**config.mk**
```make
export PLATFORM = sky130hd
export DESIGN_NAME = axis_tx_top
export DESIGN_NICKNAME = d
export VERILOG_FILES = /design/src/design/axis_tx_pkg.sv /design/src/design/gaxi_skid_buffer.sv /design/src/design/axis_master.sv /design/src/design/axis_frame_source.sv /design/src/design/axis_tx_top.sv
export VERILOG_INCLUDE_DIRS = /design/src /design/src/include
export SDC_FILE = /design/constraint.sdc
export NUM_CORES = 1
export LEC_CHECK = 0
export BUFFER_PORTS_ARGS = -buffer_cell sky130_fd_sc_hd__buf_2
export CORE_MARGIN = 4
export CORE_UTILIZATION = 49
export DETAILED_ROUTE_END_ITERATION = 10
export PLACE_DENSITY = 0.68
export SLEW_MARGIN = 20
export SYNTH_ARGS = -nofsm -noshare
export SYNTH_HDL_FRONTEND = slang
export SYNTH_SLANG_ARGS = --single-unit
```
**constraint.sdc**
```tcl
create_clock -name aclk -period 3 [get_ports aclk]
set_input_delay 0.45 -clock aclk [delete_from_list [all_inputs] [get_ports aclk]]
set_output_delay 0.45 -clock aclk [all_outputs]
set_load 0.005 [all_outputs]
```
**src/include/axis_tx_cfg.svh**
```systemverilog
// Width and depth settings of the AXI4-Stream transmit subsystem, included by RTL and testbench
`ifndef AXIS_TX_CFG_SVH
`define AXIS_TX_CFG_SVH

// Stream data width in bits, a whole number of bytes
`define AXIS_DATA_WIDTH 32

// Sideband widths, all non-zero
`define AXIS_ID_WIDTH   4
`define AXIS_DEST_WIDTH 4
`define AXIS_USER_WIDTH 1

// Entries in the master-side skid buffer, 2 or more
`define AXIS_SKID_DEPTH 4

`endif

```
**src/design/axis_tx_pkg.sv**
```systemverilog
// Shared stream and frame types of the transmit subsystem, imported by every RTL module
`include "axis_tx_cfg.svh"

package axis_tx_pkg;

    // Stream fields
    typedef logic [`AXIS_DATA_WIDTH-1:0]   axis_data_t;
    typedef logic [`AXIS_DATA_WIDTH/8-1:0] axis_strb_t;
    typedef logic [`AXIS_ID_WIDTH-1:0]     axis_id_t;
    typedef logic [`AXIS_DEST_WIDTH-1:0]   axis_dest_t;
    typedef logic [`AXIS_USER_WIDTH-1:0]   axis_user_t;

    // Frame length in bytes, 0 is sent as a single byte
    typedef logic [7:0] frame_len_t;

    // One byte of the counting pattern
    typedef logic [7:0] frame_byte_t;

    // Frame source FSM
    typedef enum logic [0:0] {
        S_IDLE = 1'b0,
        S_SEND = 1'b1
    } source_state_e;

endpackage : axis_tx_pkg

```
**src/design/gaxi_skid_buffer.sv**
```systemverilog
// Registered valid/ready FIFO with occupancy count, used as the skid stage of a stream master
`timescale 1ns/100ps

module gaxi_skid_buffer #(
    parameter int DEPTH      = 4,
    parameter int DATA_WIDTH = 32
) (
    input  logic                           aclk,
    input  logic                           reset,

    // Write side
    input  logic                           wr_valid,
    output logic                           wr_ready,
    input  logic [DATA_WIDTH-1:0]          wr_data,

    // Read side
    output logic                           rd_valid,
    input  logic                           rd_ready,
    output logic [DATA_WIDTH-1:0]          rd_data,
    output logic [$clog2(DEPTH + 1)-1:0]   rd_count
);

    localparam int AW = (DEPTH > 1) ? $clog2(DEPTH) : 1;
    localparam int CW = $clog2(DEPTH + 1);

    logic [DATA_WIDTH-1:0] mem [DEPTH];
    logic [AW-1:0]         wr_ptr;
    logic [AW-1:0]         rd_ptr;
    logic [CW-1:0]         count;
    logic                  wr_fire;
    logic                  rd_fire;

    // A full buffer still accepts a word when one leaves in the same cycle
    assign wr_ready = (count != CW'(DEPTH)) || rd_ready;
    assign rd_valid = (count != '0);
    assign wr_fire  = wr_valid && wr_ready;
    assign rd_fire  = rd_valid && rd_ready;

    assign rd_data  = mem[rd_ptr];
    assign rd_count = count;

    // Storage
    always_ff @(posedge aclk) begin
        if (wr_fire) begin
            mem[wr_ptr] <= wr_data;
        end
    end

    // Pointers wrap at DEPTH, which need not be a power of two
    always_ff @(posedge aclk) begin
        if (reset) begin
            wr_ptr <= '0;
            rd_ptr <= '0;
        end else begin
            if (wr_fire) begin
                wr_ptr <= (wr_ptr == AW'(DEPTH - 1)) ? '0 : wr_ptr + 1'b1;
            end
            if (rd_fire) begin
                rd_ptr <= (rd_ptr == AW'(DEPTH - 1)) ? '0 : rd_ptr + 1'b1;
            end
        end
    end

    // Occupancy
    always_ff @(posedge aclk) begin
        if (reset) begin
            count <= '0;
        end else begin
            case ({wr_fire, rd_fire})
                2'b10:   count <= count + 1'b1;
                2'b01:   count <= count - 1'b1;
                default: count <= count;
            endcase
        end
    end

endmodule : gaxi_skid_buffer

```
**src/design/axis_master.sv**
```systemverilog
// AXI4-Stream master stage, registers beats through a skid buffer and reports busy for clock gating
`timescale 1ns/100ps
`include "axis_tx_cfg.svh"

module axis_master #(
    parameter int SKID_DEPTH = `AXIS_SKID_DEPTH
) (
    input  logic                    aclk,
    input  logic                    reset,

    // Beats from the internal source
    input  axis_tx_pkg::axis_data_t fub_axis_tdata,
    input  axis_tx_pkg::axis_strb_t fub_axis_tstrb,
    input  logic                    fub_axis_tlast,
    input  axis_tx_pkg::axis_id_t   fub_axis_tid,
    input  axis_tx_pkg::axis_dest_t fub_axis_tdest,
    input  axis_tx_pkg::axis_user_t fub_axis_tuser,
    input  logic                    fub_axis_tvalid,
    output logic                    fub_axis_tready,

    // Master stream port
    output axis_tx_pkg::axis_data_t m_axis_tdata,
    output axis_tx_pkg::axis_strb_t m_axis_tstrb,
    output logic                    m_axis_tlast,
    output axis_tx_pkg::axis_id_t   m_axis_tid,
    output axis_tx_pkg::axis_dest_t m_axis_tdest,
    output axis_tx_pkg::axis_user_t m_axis_tuser,
    output logic                    m_axis_tvalid,
    input  logic                    m_axis_tready,

    output logic                    busy
);

    import axis_tx_pkg::*;

    // Packed word is tdata, tstrb, tlast, tid, tdest, tuser from the top bit down
    localparam int PKT_W = $bits(axis_data_t) + $bits(axis_strb_t) + 1 +
                           $bits(axis_id_t) + $bits(axis_dest_t) + $bits(axis_user_t);
    localparam int CW    = $clog2(SKID_DEPTH + 1);

    logic [PKT_W-1:0] wr_pkt;
    logic [PKT_W-1:0] rd_pkt;
    logic [CW-1:0]    skid_count;

    assign wr_pkt = {fub_axis_tdata, fub_axis_tstrb, fub_axis_tlast,
                     fub_axis_tid, fub_axis_tdest, fub_axis_tuser};

    gaxi_skid_buffer #(
        .DEPTH      (SKID_DEPTH),
        .DATA_WIDTH (PKT_W)
    ) t_skid (
        .aclk       (aclk),
        .reset      (reset),
        .wr_valid   (fub_axis_tvalid),
        .wr_ready   (fub_axis_tready),
        .wr_data    (wr_pkt),
        .rd_valid   (m_axis_tvalid),
        .rd_ready   (m_axis_tready),
        .rd_data    (rd_pkt),
        .rd_count   (skid_count)
    );

    assign {m_axis_tdata, m_axis_tstrb, m_axis_tlast,
            m_axis_tid, m_axis_tdest, m_axis_tuser} = rd_pkt;

    // Stored words or a beat on offer keep the stage busy
    assign busy = (skid_count != '0) || fub_axis_tvalid;

endmodule : axis_master

```
**src/design/axis_frame_source.sv**
```systemverilog
// Frame source, turns length/id/dest/start commands into counting-byte stream beats
`timescale 1ns/100ps

module axis_frame_source (
    input  logic                     aclk,
    input  logic                     reset,

    // Command port
    input  axis_tx_pkg::frame_len_t  cmd_len,
    input  axis_tx_pkg::axis_id_t    cmd_id,
    input  axis_tx_pkg::axis_dest_t  cmd_dest,
    input  axis_tx_pkg::frame_byte_t cmd_start,
    input  logic                     cmd_valid,
    output logic                     cmd_ready,

    // Beats towards the master stage
    output axis_tx_pkg::axis_data_t  fub_axis_tdata,
    output axis_tx_pkg::axis_strb_t  fub_axis_tstrb,
    output logic                     fub_axis_tlast,
    output axis_tx_pkg::axis_id_t    fub_axis_tid,
    output axis_tx_pkg::axis_dest_t  fub_axis_tdest,
    output axis_tx_pkg::axis_user_t  fub_axis_tuser,
    output logic                     fub_axis_tvalid,
    input  logic                     fub_axis_tready,

    output logic                     active
);

    import axis_tx_pkg::*;

    localparam int BYTES = $bits(axis_strb_t);

    source_state_e state;
    frame_len_t    rem_bytes;
    frame_byte_t   next_byte;
    axis_id_t      frame_id;
    axis_dest_t    frame_dest;
    logic          first_beat;
    logic          cmd_fire;
    logic          beat_fire;

    assign cmd_ready = (state == S_IDLE);
    assign cmd_fire  = cmd_valid && cmd_ready;
    assign beat_fire = fub_axis_tvalid && fub_axis_tready;
    assign active    = (state == S_SEND);

    // FSM and byte counter
    always_ff @(posedge aclk) begin
        if (reset) begin
            state     <= S_IDLE;
            rem_bytes <= '0;
        end else begin
            case (state)
                S_IDLE: begin
                    if (cmd_fire) begin
                        state     <= S_SEND;
                        // A zero length still sends one byte
                        rem_bytes <= (cmd_len == '0) ? frame_len_t'(1) : cmd_len;
                    end
                end
                S_SEND: begin
                    if (beat_fire) begin
                        rem_bytes <= fub_axis_tlast ? '0 : rem_bytes - frame_len_t'(BYTES);
                        if (fub_axis_tlast) begin
                            state <= S_IDLE;
                        end
                    end
                end
                default: state <= S_IDLE;
            endcase
        end
    end

    // Frame fields, loaded per command
    always_ff @(posedge aclk) begin
        if (cmd_fire) begin
            frame_id   <= cmd_id;
            frame_dest <= cmd_dest;
            next_byte  <= cmd_start;
            first_beat <= 1'b1;
        end else if (beat_fire) begin
            next_byte  <= next_byte + frame_byte_t'(BYTES);
            first_beat <= 1'b0;
        end
    end

    // Beat assembly, lane j carries next_byte + j
    always_comb begin
        for (int j = 0; j < BYTES; j++) begin
            fub_axis_tdata[8*j +: 8] = next_byte + frame_byte_t'(j);
            fub_axis_tstrb[j]        = (rem_bytes > frame_len_t'(j));
        end
    end

    assign fub_axis_tlast  = (rem_bytes <= frame_len_t'(BYTES));
    assign fub_axis_tuser  = axis_user_t'(first_beat);
    assign fub_axis_tid    = frame_id;
    assign fub_axis_tdest  = frame_dest;
    assign fub_axis_tvalid = (state == S_SEND);

endmodule : axis_frame_source

```
**src/design/axis_tx_top.sv**
```systemverilog
// Top of the AXI4-Stream transmit subsystem, frame source feeding the stream master
`timescale 1ns/100ps
`include "axis_tx_cfg.svh"

module axis_tx_top (
    input  logic                     aclk,
    input  logic                     reset,

    // Frame commands
    input  axis_tx_pkg::frame_len_t  cmd_len,
    input  axis_tx_pkg::axis_id_t    cmd_id,
    input  axis_tx_pkg::axis_dest_t  cmd_dest,
    input  axis_tx_pkg::frame_byte_t cmd_start,
    input  logic                     cmd_valid,
    output logic                     cmd_ready,

    // Master stream port
    output axis_tx_pkg::axis_data_t  m_axis_tdata,
    output axis_tx_pkg::axis_strb_t  m_axis_tstrb,
    output logic                     m_axis_tlast,
    output axis_tx_pkg::axis_id_t    m_axis_tid,
    output axis_tx_pkg::axis_dest_t  m_axis_tdest,
    output axis_tx_pkg::axis_user_t  m_axis_tuser,
    output logic                     m_axis_tvalid,
    input  logic                     m_axis_tready,

    output logic                     busy
);

    import axis_tx_pkg::*;

    // Source to master
    axis_data_t fub_axis_tdata;
    axis_strb_t fub_axis_tstrb;
    logic       fub_axis_tlast;
    axis_id_t   fub_axis_tid;
    axis_dest_t fub_axis_tdest;
    axis_user_t fub_axis_tuser;
    logic       fub_axis_tvalid;
    logic       fub_axis_tready;
    logic       src_active;
    logic       mst_busy;

    axis_frame_source src0 (
        .aclk            (aclk),
        .reset           (reset),
        .cmd_len         (cmd_len),
        .cmd_id          (cmd_id),
        .cmd_dest        (cmd_dest),
        .cmd_start       (cmd_start),
        .cmd_valid       (cmd_valid),
        .cmd_ready       (cmd_ready),
        .fub_axis_tdata  (fub_axis_tdata),
        .fub_axis_tstrb  (fub_axis_tstrb),
        .fub_axis_tlast  (fub_axis_tlast),
        .fub_axis_tid    (fub_axis_tid),
        .fub_axis_tdest  (fub_axis_tdest),
        .fub_axis_tuser  (fub_axis_tuser),
        .fub_axis_tvalid (fub_axis_tvalid),
        .fub_axis_tready (fub_axis_tready),
        .active          (src_active)
    );

    axis_master #(
        .SKID_DEPTH      (`AXIS_SKID_DEPTH)
    ) mst0 (
        .aclk            (aclk),
        .reset           (reset),
        .fub_axis_tdata  (fub_axis_tdata),
        .fub_axis_tstrb  (fub_axis_tstrb),
        .fub_axis_tlast  (fub_axis_tlast),
        .fub_axis_tid    (fub_axis_tid),
        .fub_axis_tdest  (fub_axis_tdest),
        .fub_axis_tuser  (fub_axis_tuser),
        .fub_axis_tvalid (fub_axis_tvalid),
        .fub_axis_tready (fub_axis_tready),
        .m_axis_tdata    (m_axis_tdata),
        .m_axis_tstrb    (m_axis_tstrb),
        .m_axis_tlast    (m_axis_tlast),
        .m_axis_tid      (m_axis_tid),
        .m_axis_tdest    (m_axis_tdest),
        .m_axis_tuser    (m_axis_tuser),
        .m_axis_tvalid   (m_axis_tvalid),
        .m_axis_tready   (m_axis_tready),
        .busy            (mst_busy)
    );

    // Clock gate request covers the source FSM and the buffered beats
    assign busy = src_active || mst_busy;

endmodule : axis_tx_top

```
Word-level counts from Yosys, hierarchy flattened --
Memories as Yosys holds them, arrays and structs flattened. A register that Yosys moved wholly into a read port is not among the register bits. Cells that the tools add are included.
Word-level totals: logic and storage cells 61, flip-flop bits (word level) 33, RAM bits 184, memories 1
Operators by class: $add $sub $neg 9, equal/unequal tests 7, reductions and logical operators 11, order comparisons 5, bitwise gates (word level) 1, mux-type cells 18
Memory list:
- mst0.t_skid.mem | depth 4, bits a word 46, rd ports 1, clocked after Yosys merged registers in 1, write ports 1, RTL line gaxi_skid_buffer.sv:26 | logic [DATA_WIDTH-1:0] mem [DEPTH];
Operators with widths (count):
- two-way mux 8 bit | 6
- adder 8 x 2 -> 8 bit (second input constant) | 2
- > comparator 8 x 1 -> 1 bit (second input constant) | 2
- > comparator 8 x 2 -> 1 bit (second input constant) | 2
- one-hot mux 8 bit (2 select lines) | 1
- adder 8 x 1 -> 8 bit (second input constant) | 1
- adder 8 x 3 -> 8 bit (second input constant) | 1
- less-or-equal comparator 8 x 3 -> 1 bit (second input constant) | 1
- logical NOT 8 bit | 1
- two-way mux 2 bit | 4
- subtractor 8 x 3 -> 8 bit (second input constant) | 1
- equality test 2 bit (second input constant) | 3
- one-hot mux 3 bit (2 select lines) | 1
- two-way mux 1 bit | 5
- adder 2 x 1 -> 2 bit (second input constant) | 2
- nonzero test 2 bit | 2
- adder 3 x 1 -> 3 bit (second input constant) | 1
- logical AND 1 bit | 3
- logical OR 1 bit | 3
- inequality test 3 bit (second input constant) | 1
- nonzero test 3 bit | 1
- subtractor 3 x 1 -> 3 bit (second input constant) | 1
- equality test 2 x 1 -> 1 bit (second input constant) | 1
- inequality test 2 x 1 -> 1 bit (second input constant) | 1
- other kinds (4) | 4

Longest topological paths before layout --
depth after elaboration 5, depth in mapped cells 9, mapped depth without buffers 9

Modules after synthesis --
A second synthesis with hierarchy kept.
Unflattened totals: cell total of the unflattened synthesis 459, area total of the unflattened synthesis 8739.6 µm²
By module, submodules not included:
- gaxi_skid_buffer | sequential area each 5705.5 µm², area an instance 7095.6 µm², cells an instance 292, times used 1
- axis_frame_source | sequential area each 680.7 µm², area an instance 1630.3 µm², cells an instance 165, times used 1
- axis_master | sequential area each 0.0 µm², area an instance 7.5 µm², cells an instance 1, times used 1
- axis_tx_top | sequential area each 0.0 µm², area an instance 6.3 µm², cells an instance 1, times used 1

Worst setup path before layout --
OpenSTA, ideal clock, no wires.
kind input -> register, start input port m_axis_tready, end memory mst0.t_skid.mem[0][0] (netlist name), enable pin, library setup time 406 ps, buffers on the path 0, data required time 2594 ps, cell stages on the path 3, data arrival time 1751 ps, setup slack 843 ps, path through nor4b_4 nor2_2 and2_1
On the way: word-level cells in the longest chain between the ends 4
Ends and longest elaborated chain:
- start, declared | RTL line axis_tx_top.sv:25 | input logic m_axis_tready,
- logical OR 1 bit | RTL line gaxi_skid_buffer.sv:34 | assign wr_ready = (count != CW'(DEPTH)) || rd_ready;
- logical AND 1 bit | RTL line gaxi_skid_buffer.sv:36 | assign wr_fire = wr_valid && wr_ready;
- two-way mux 1 bit | RTL line gaxi_skid_buffer.sv:44 | if (wr_fire) begin
- two-way mux 1 bit (implied by the code) | RTL line gaxi_skid_buffer.sv:45 | mem[wr_ptr] <= wr_data;
- end, declared | RTL line gaxi_skid_buffer.sv:26
Every way passes these cells.

==> key figures <==
Status
  – Status: completed

Setup path
  – Crit-path slowest cell: mux4_2
  – Worst Setup End Kind: output port
  – CP top delay family: multiplexers
  – Reg2reg start: mst0.t_skid.rd_count[0]
  – Worst setup SP type: flip-flop
  – Worst-path fanout max: 12
  – WP data required: 2550 ps
  – Worst-path cell chain: buf_4, mux4_2, buf_2
  – Slack of the worst reg-to-reg path: 710 ps
  – R2R depth: 9
  – Worst Path Class, Setup: flip-flop to output port
  – Critical Path AT: 2030 ps
  – Worst Path Buf+Inv: 2
  – Crit Reg-Reg Endpoint: mst0.t_skid.rd_count[2]
  – Max stage delay on crit path: 570 ps

Timing
  – Clock skew: 14.0 ps
  – Setup Viol. Count Final: 0
  – Final Hold Viols: 0
  – Hold slack: 126 ps
  – Final min period: 2480 ps
  – Normalized max-slew margin: 53.6%
  – Worst-margin pin slew: 695 ps
  – Fmax: 403 MHz
  – Pins over their slew limit: 0
  – Fin crit share: 82.8%
  – Setup TNS Final: 0 ps
  – RSZ-0062 raised after global routing: no
  – Worst setup margin: 517 ps

Synthesis
  – Most common cell in the netlist: edfxtp_1
  – Async set or reset register ratio after synthesis: 0%
  – Post-Syn Instances: 455
  – Post-Syn Area: 8430 µm²
  – Synth cell types: 45
  – Post-synth top area cell: edfxtp_1
  – Primary FF master, synth: edfxtp_1
  – Top cells by count, synth: 192 x edfxtp_1, 44 x mux4_2, 25 x nand2_1
  – Seq cells post-synth: 211
  – Mapped Avg Cell Area: 18.5 µm²
  – Synth warn: 0
  – Synth area leaders: edfxtp_1 68%, mux4_2 12%, dfxtp_1 4.5%
  – Post-synth EDFFs: 192
  – Sequential share of the synthesized area: 72.9%
  – Syn_nets: 497
  – Synth top area share: 68.4%

Power and ir drop
  – Int Power: 6530 µW
  – Clock share of power: 31.3%
  – Sw Ratio: 26.9%
  – Part of the power in registers: 46.8%
  – Sw Pwr: 2410 µW
  – Pwr/cell area: 906 nW/µm²
  – Cell leakage power: 0.00335 µW
  – Combinational Power Share: 21.9%
  – Worst vdd ir: 0.466 mV

Clock tree
  – Clk_lat worst skew: 490 ps
  – CTS Hold Buffers Added: 0
  – Clk buf depth: 3
  – Post-CTS setup buffer count: 0
  – CTS buffer count: 22
  – Number of H-tree levels: 1
  – Clock root buffer master: clkbuf_16
  – Clock Pin Slew Worst Setup and Hold Paths: 60 ps
  – Gates resized, CTS repair: 0
  – CTS sink count: 211
  – CTS tree: built

Route
  – 1st-iter DRT viols: 278
  – DRT antenna net count: 0
  – Met1 wire length: 6.49 mm
  – WL met3: 1.08 mm
  – Vias: 4281
  – Drc violations: 0
  – DR vias/cell: 5.50
  – Detailed-route wire length per cell: 20.0 µm
  – Max Used Layer: met4
  – DRT Pass-1 Iters: 5
  – Met2 wire len: 7.71 mm
  – Total Routed Length: 15.6 mm

GRT
  – Global-route wire length before repair: 25.5 mm
  – Initial antenna violation count: 0
  – Gr ovfl total: 0
  – Largest net degree at the start of global routing: 45
  – Via count of the first global-routing pass: 4580
  – GRT Overall Usage: 16.5%

Place
  – Dpl ws: 543 ps
  – DP Wirelength: 9.62 mm
  – GP Congestion: 0.863
  – Count of input and output buffers: 76

Cells and area
  – Layout fillers: 1262
  – Area grow syn2layout: 17.0%
  – Nets: 585
  – Reg area: 6150 µm²
  – Final antenna diode count: 0
  – Core Util, Final: 59.0%
  – Layout cells sized above 1: 32.3%
  – Area of the multi-input gates: 2100 µm²

Floorplan
  – Initial Util: 50.4%
  – Die area: 19400 µm²
  – Die H: 139 µm
  – Core Area: 16700 µm²
  – I/O pin count: 77
  – Row count: 47
  – Die W: 139 µm

Worst hold path
  – Hold EP: src0.fub_axis_tdest[1]
  – Number of stages on the worst hold path: 1
  – Hold Crit Class: primary input to flip-flop
  – Hold path start: cmd_dest[1]

Flow run
  – Max Cap Viol: 0
==> cell type report <==
type / instances / area share (%)
Sequential cell: 211 / 62.4
Multi-Input combinational cell: 203 / 21.3
Timing Repair Buffer: 87 / 5.20
Clock buffer: 24 / 5.88
Clock inverter: 15 / 1.71
Tap cell: 220 / 2.79
Inverter: 18 / 0.685
==> cells by family (layout without fill, tap and decap cells) <==
kind of cell | Yosys count | after routing | share of synthesized area [%]
AO/OA/AOI/OAI | 46 | 46 | 3.39
flip-flops | 211 | 211 | 72.9
XOR/XNOR | 23 | 23 | 2.39
buffers and inverters | 41 | 144 | 2.17
adder cells (fa/ha/maj) | 14 | 14 | 2.17
multiplexers | 45 | 45 | 11.9
AND/OR/NAND/NOR | 75 | 75 | 5.05
==> flip-flops by register name (all words and copies together), names as in the netlist, named ones only <==
register,count
mst0.t_skid.mem,176
src0.next_byte,8
src0.rem_bytes,8
src0.fub_axis_tdest,4
src0.fub_axis_tid,4
mst0.t_skid.rd_count,3
mst0.t_skid.rd_ptr,2
mst0.t_skid.wr_ptr,2
src0.active,1
src0.fub_axis_tuser,1
==> power groups by stage <==
| stage | clock (µW) | sequential (µW) | combinational (µW) |
|---|---|---|---|
| floorplan | 0 | 4050 | 1410 |
| global placement | 0 | 4210 | 1950 |
| detailed placement | 0 | 4250 | 2000 |
| CTS | 2860 | 4190 | 2010 |
| global route | 2990 | 4240 | 2190 |
| finish | 2800 | 4180 | 1960 |
==> through the flow <==
stage                     cell area, µm²  power (µW)  cells
after floorplan                     8430        5460    455
after global placement              9110        6170    739
after detailed placement            9110        6250    739
after CTS                           9860        9060    778
after global routing                9860        9420    778
final                               9860        8940    778
==> routing by layer <==
| metal | vias up | track usage (%) |
|---|---|---|
| met4 | 0 | 3.81 |
| met3 | 25 | 3.86 |
| met2 | 132 | 27.4 |
| li1 | 1967 | - |
| met5 | - | 0 |
| met1 | 2157 | 22.4 |
==> worst max path at each step <==
stage | end | cells after the start | from
finish | m_axis_tdata[5] | 3 | flip-flop
global route | m_axis_tdata[5] | 3 | flip-flop
CTS | m_axis_tdata[30] | 3 | flip-flop
detailed placement | mst0.t_skid.rd_count[2] | 10 | m_axis_tready
global placement | mst0.t_skid.rd_count[2] | 10 | m_axis_tready
floorplan | mst0.t_skid.mem[0][0] | 3 | m_axis_tready
==> cells in the final DEF, fill, tap and decap left out, types with 5 or more instances in the layout <==
cell       instances
mux4_2            44
ha_1              13
xnor2_1           12
nor2_1            11
clkinv_2           6
clkinv_1           5
buf_4              7
nand3_1            7
xor2_1            11
a21oi_1           15
inv_1             17
dfxtp_1           17
nand2_1           25
buf_2             76
clkbuf_16         23
o21ai_0           16
edfxtp_1         192
(Power assumes the default switching activity.)
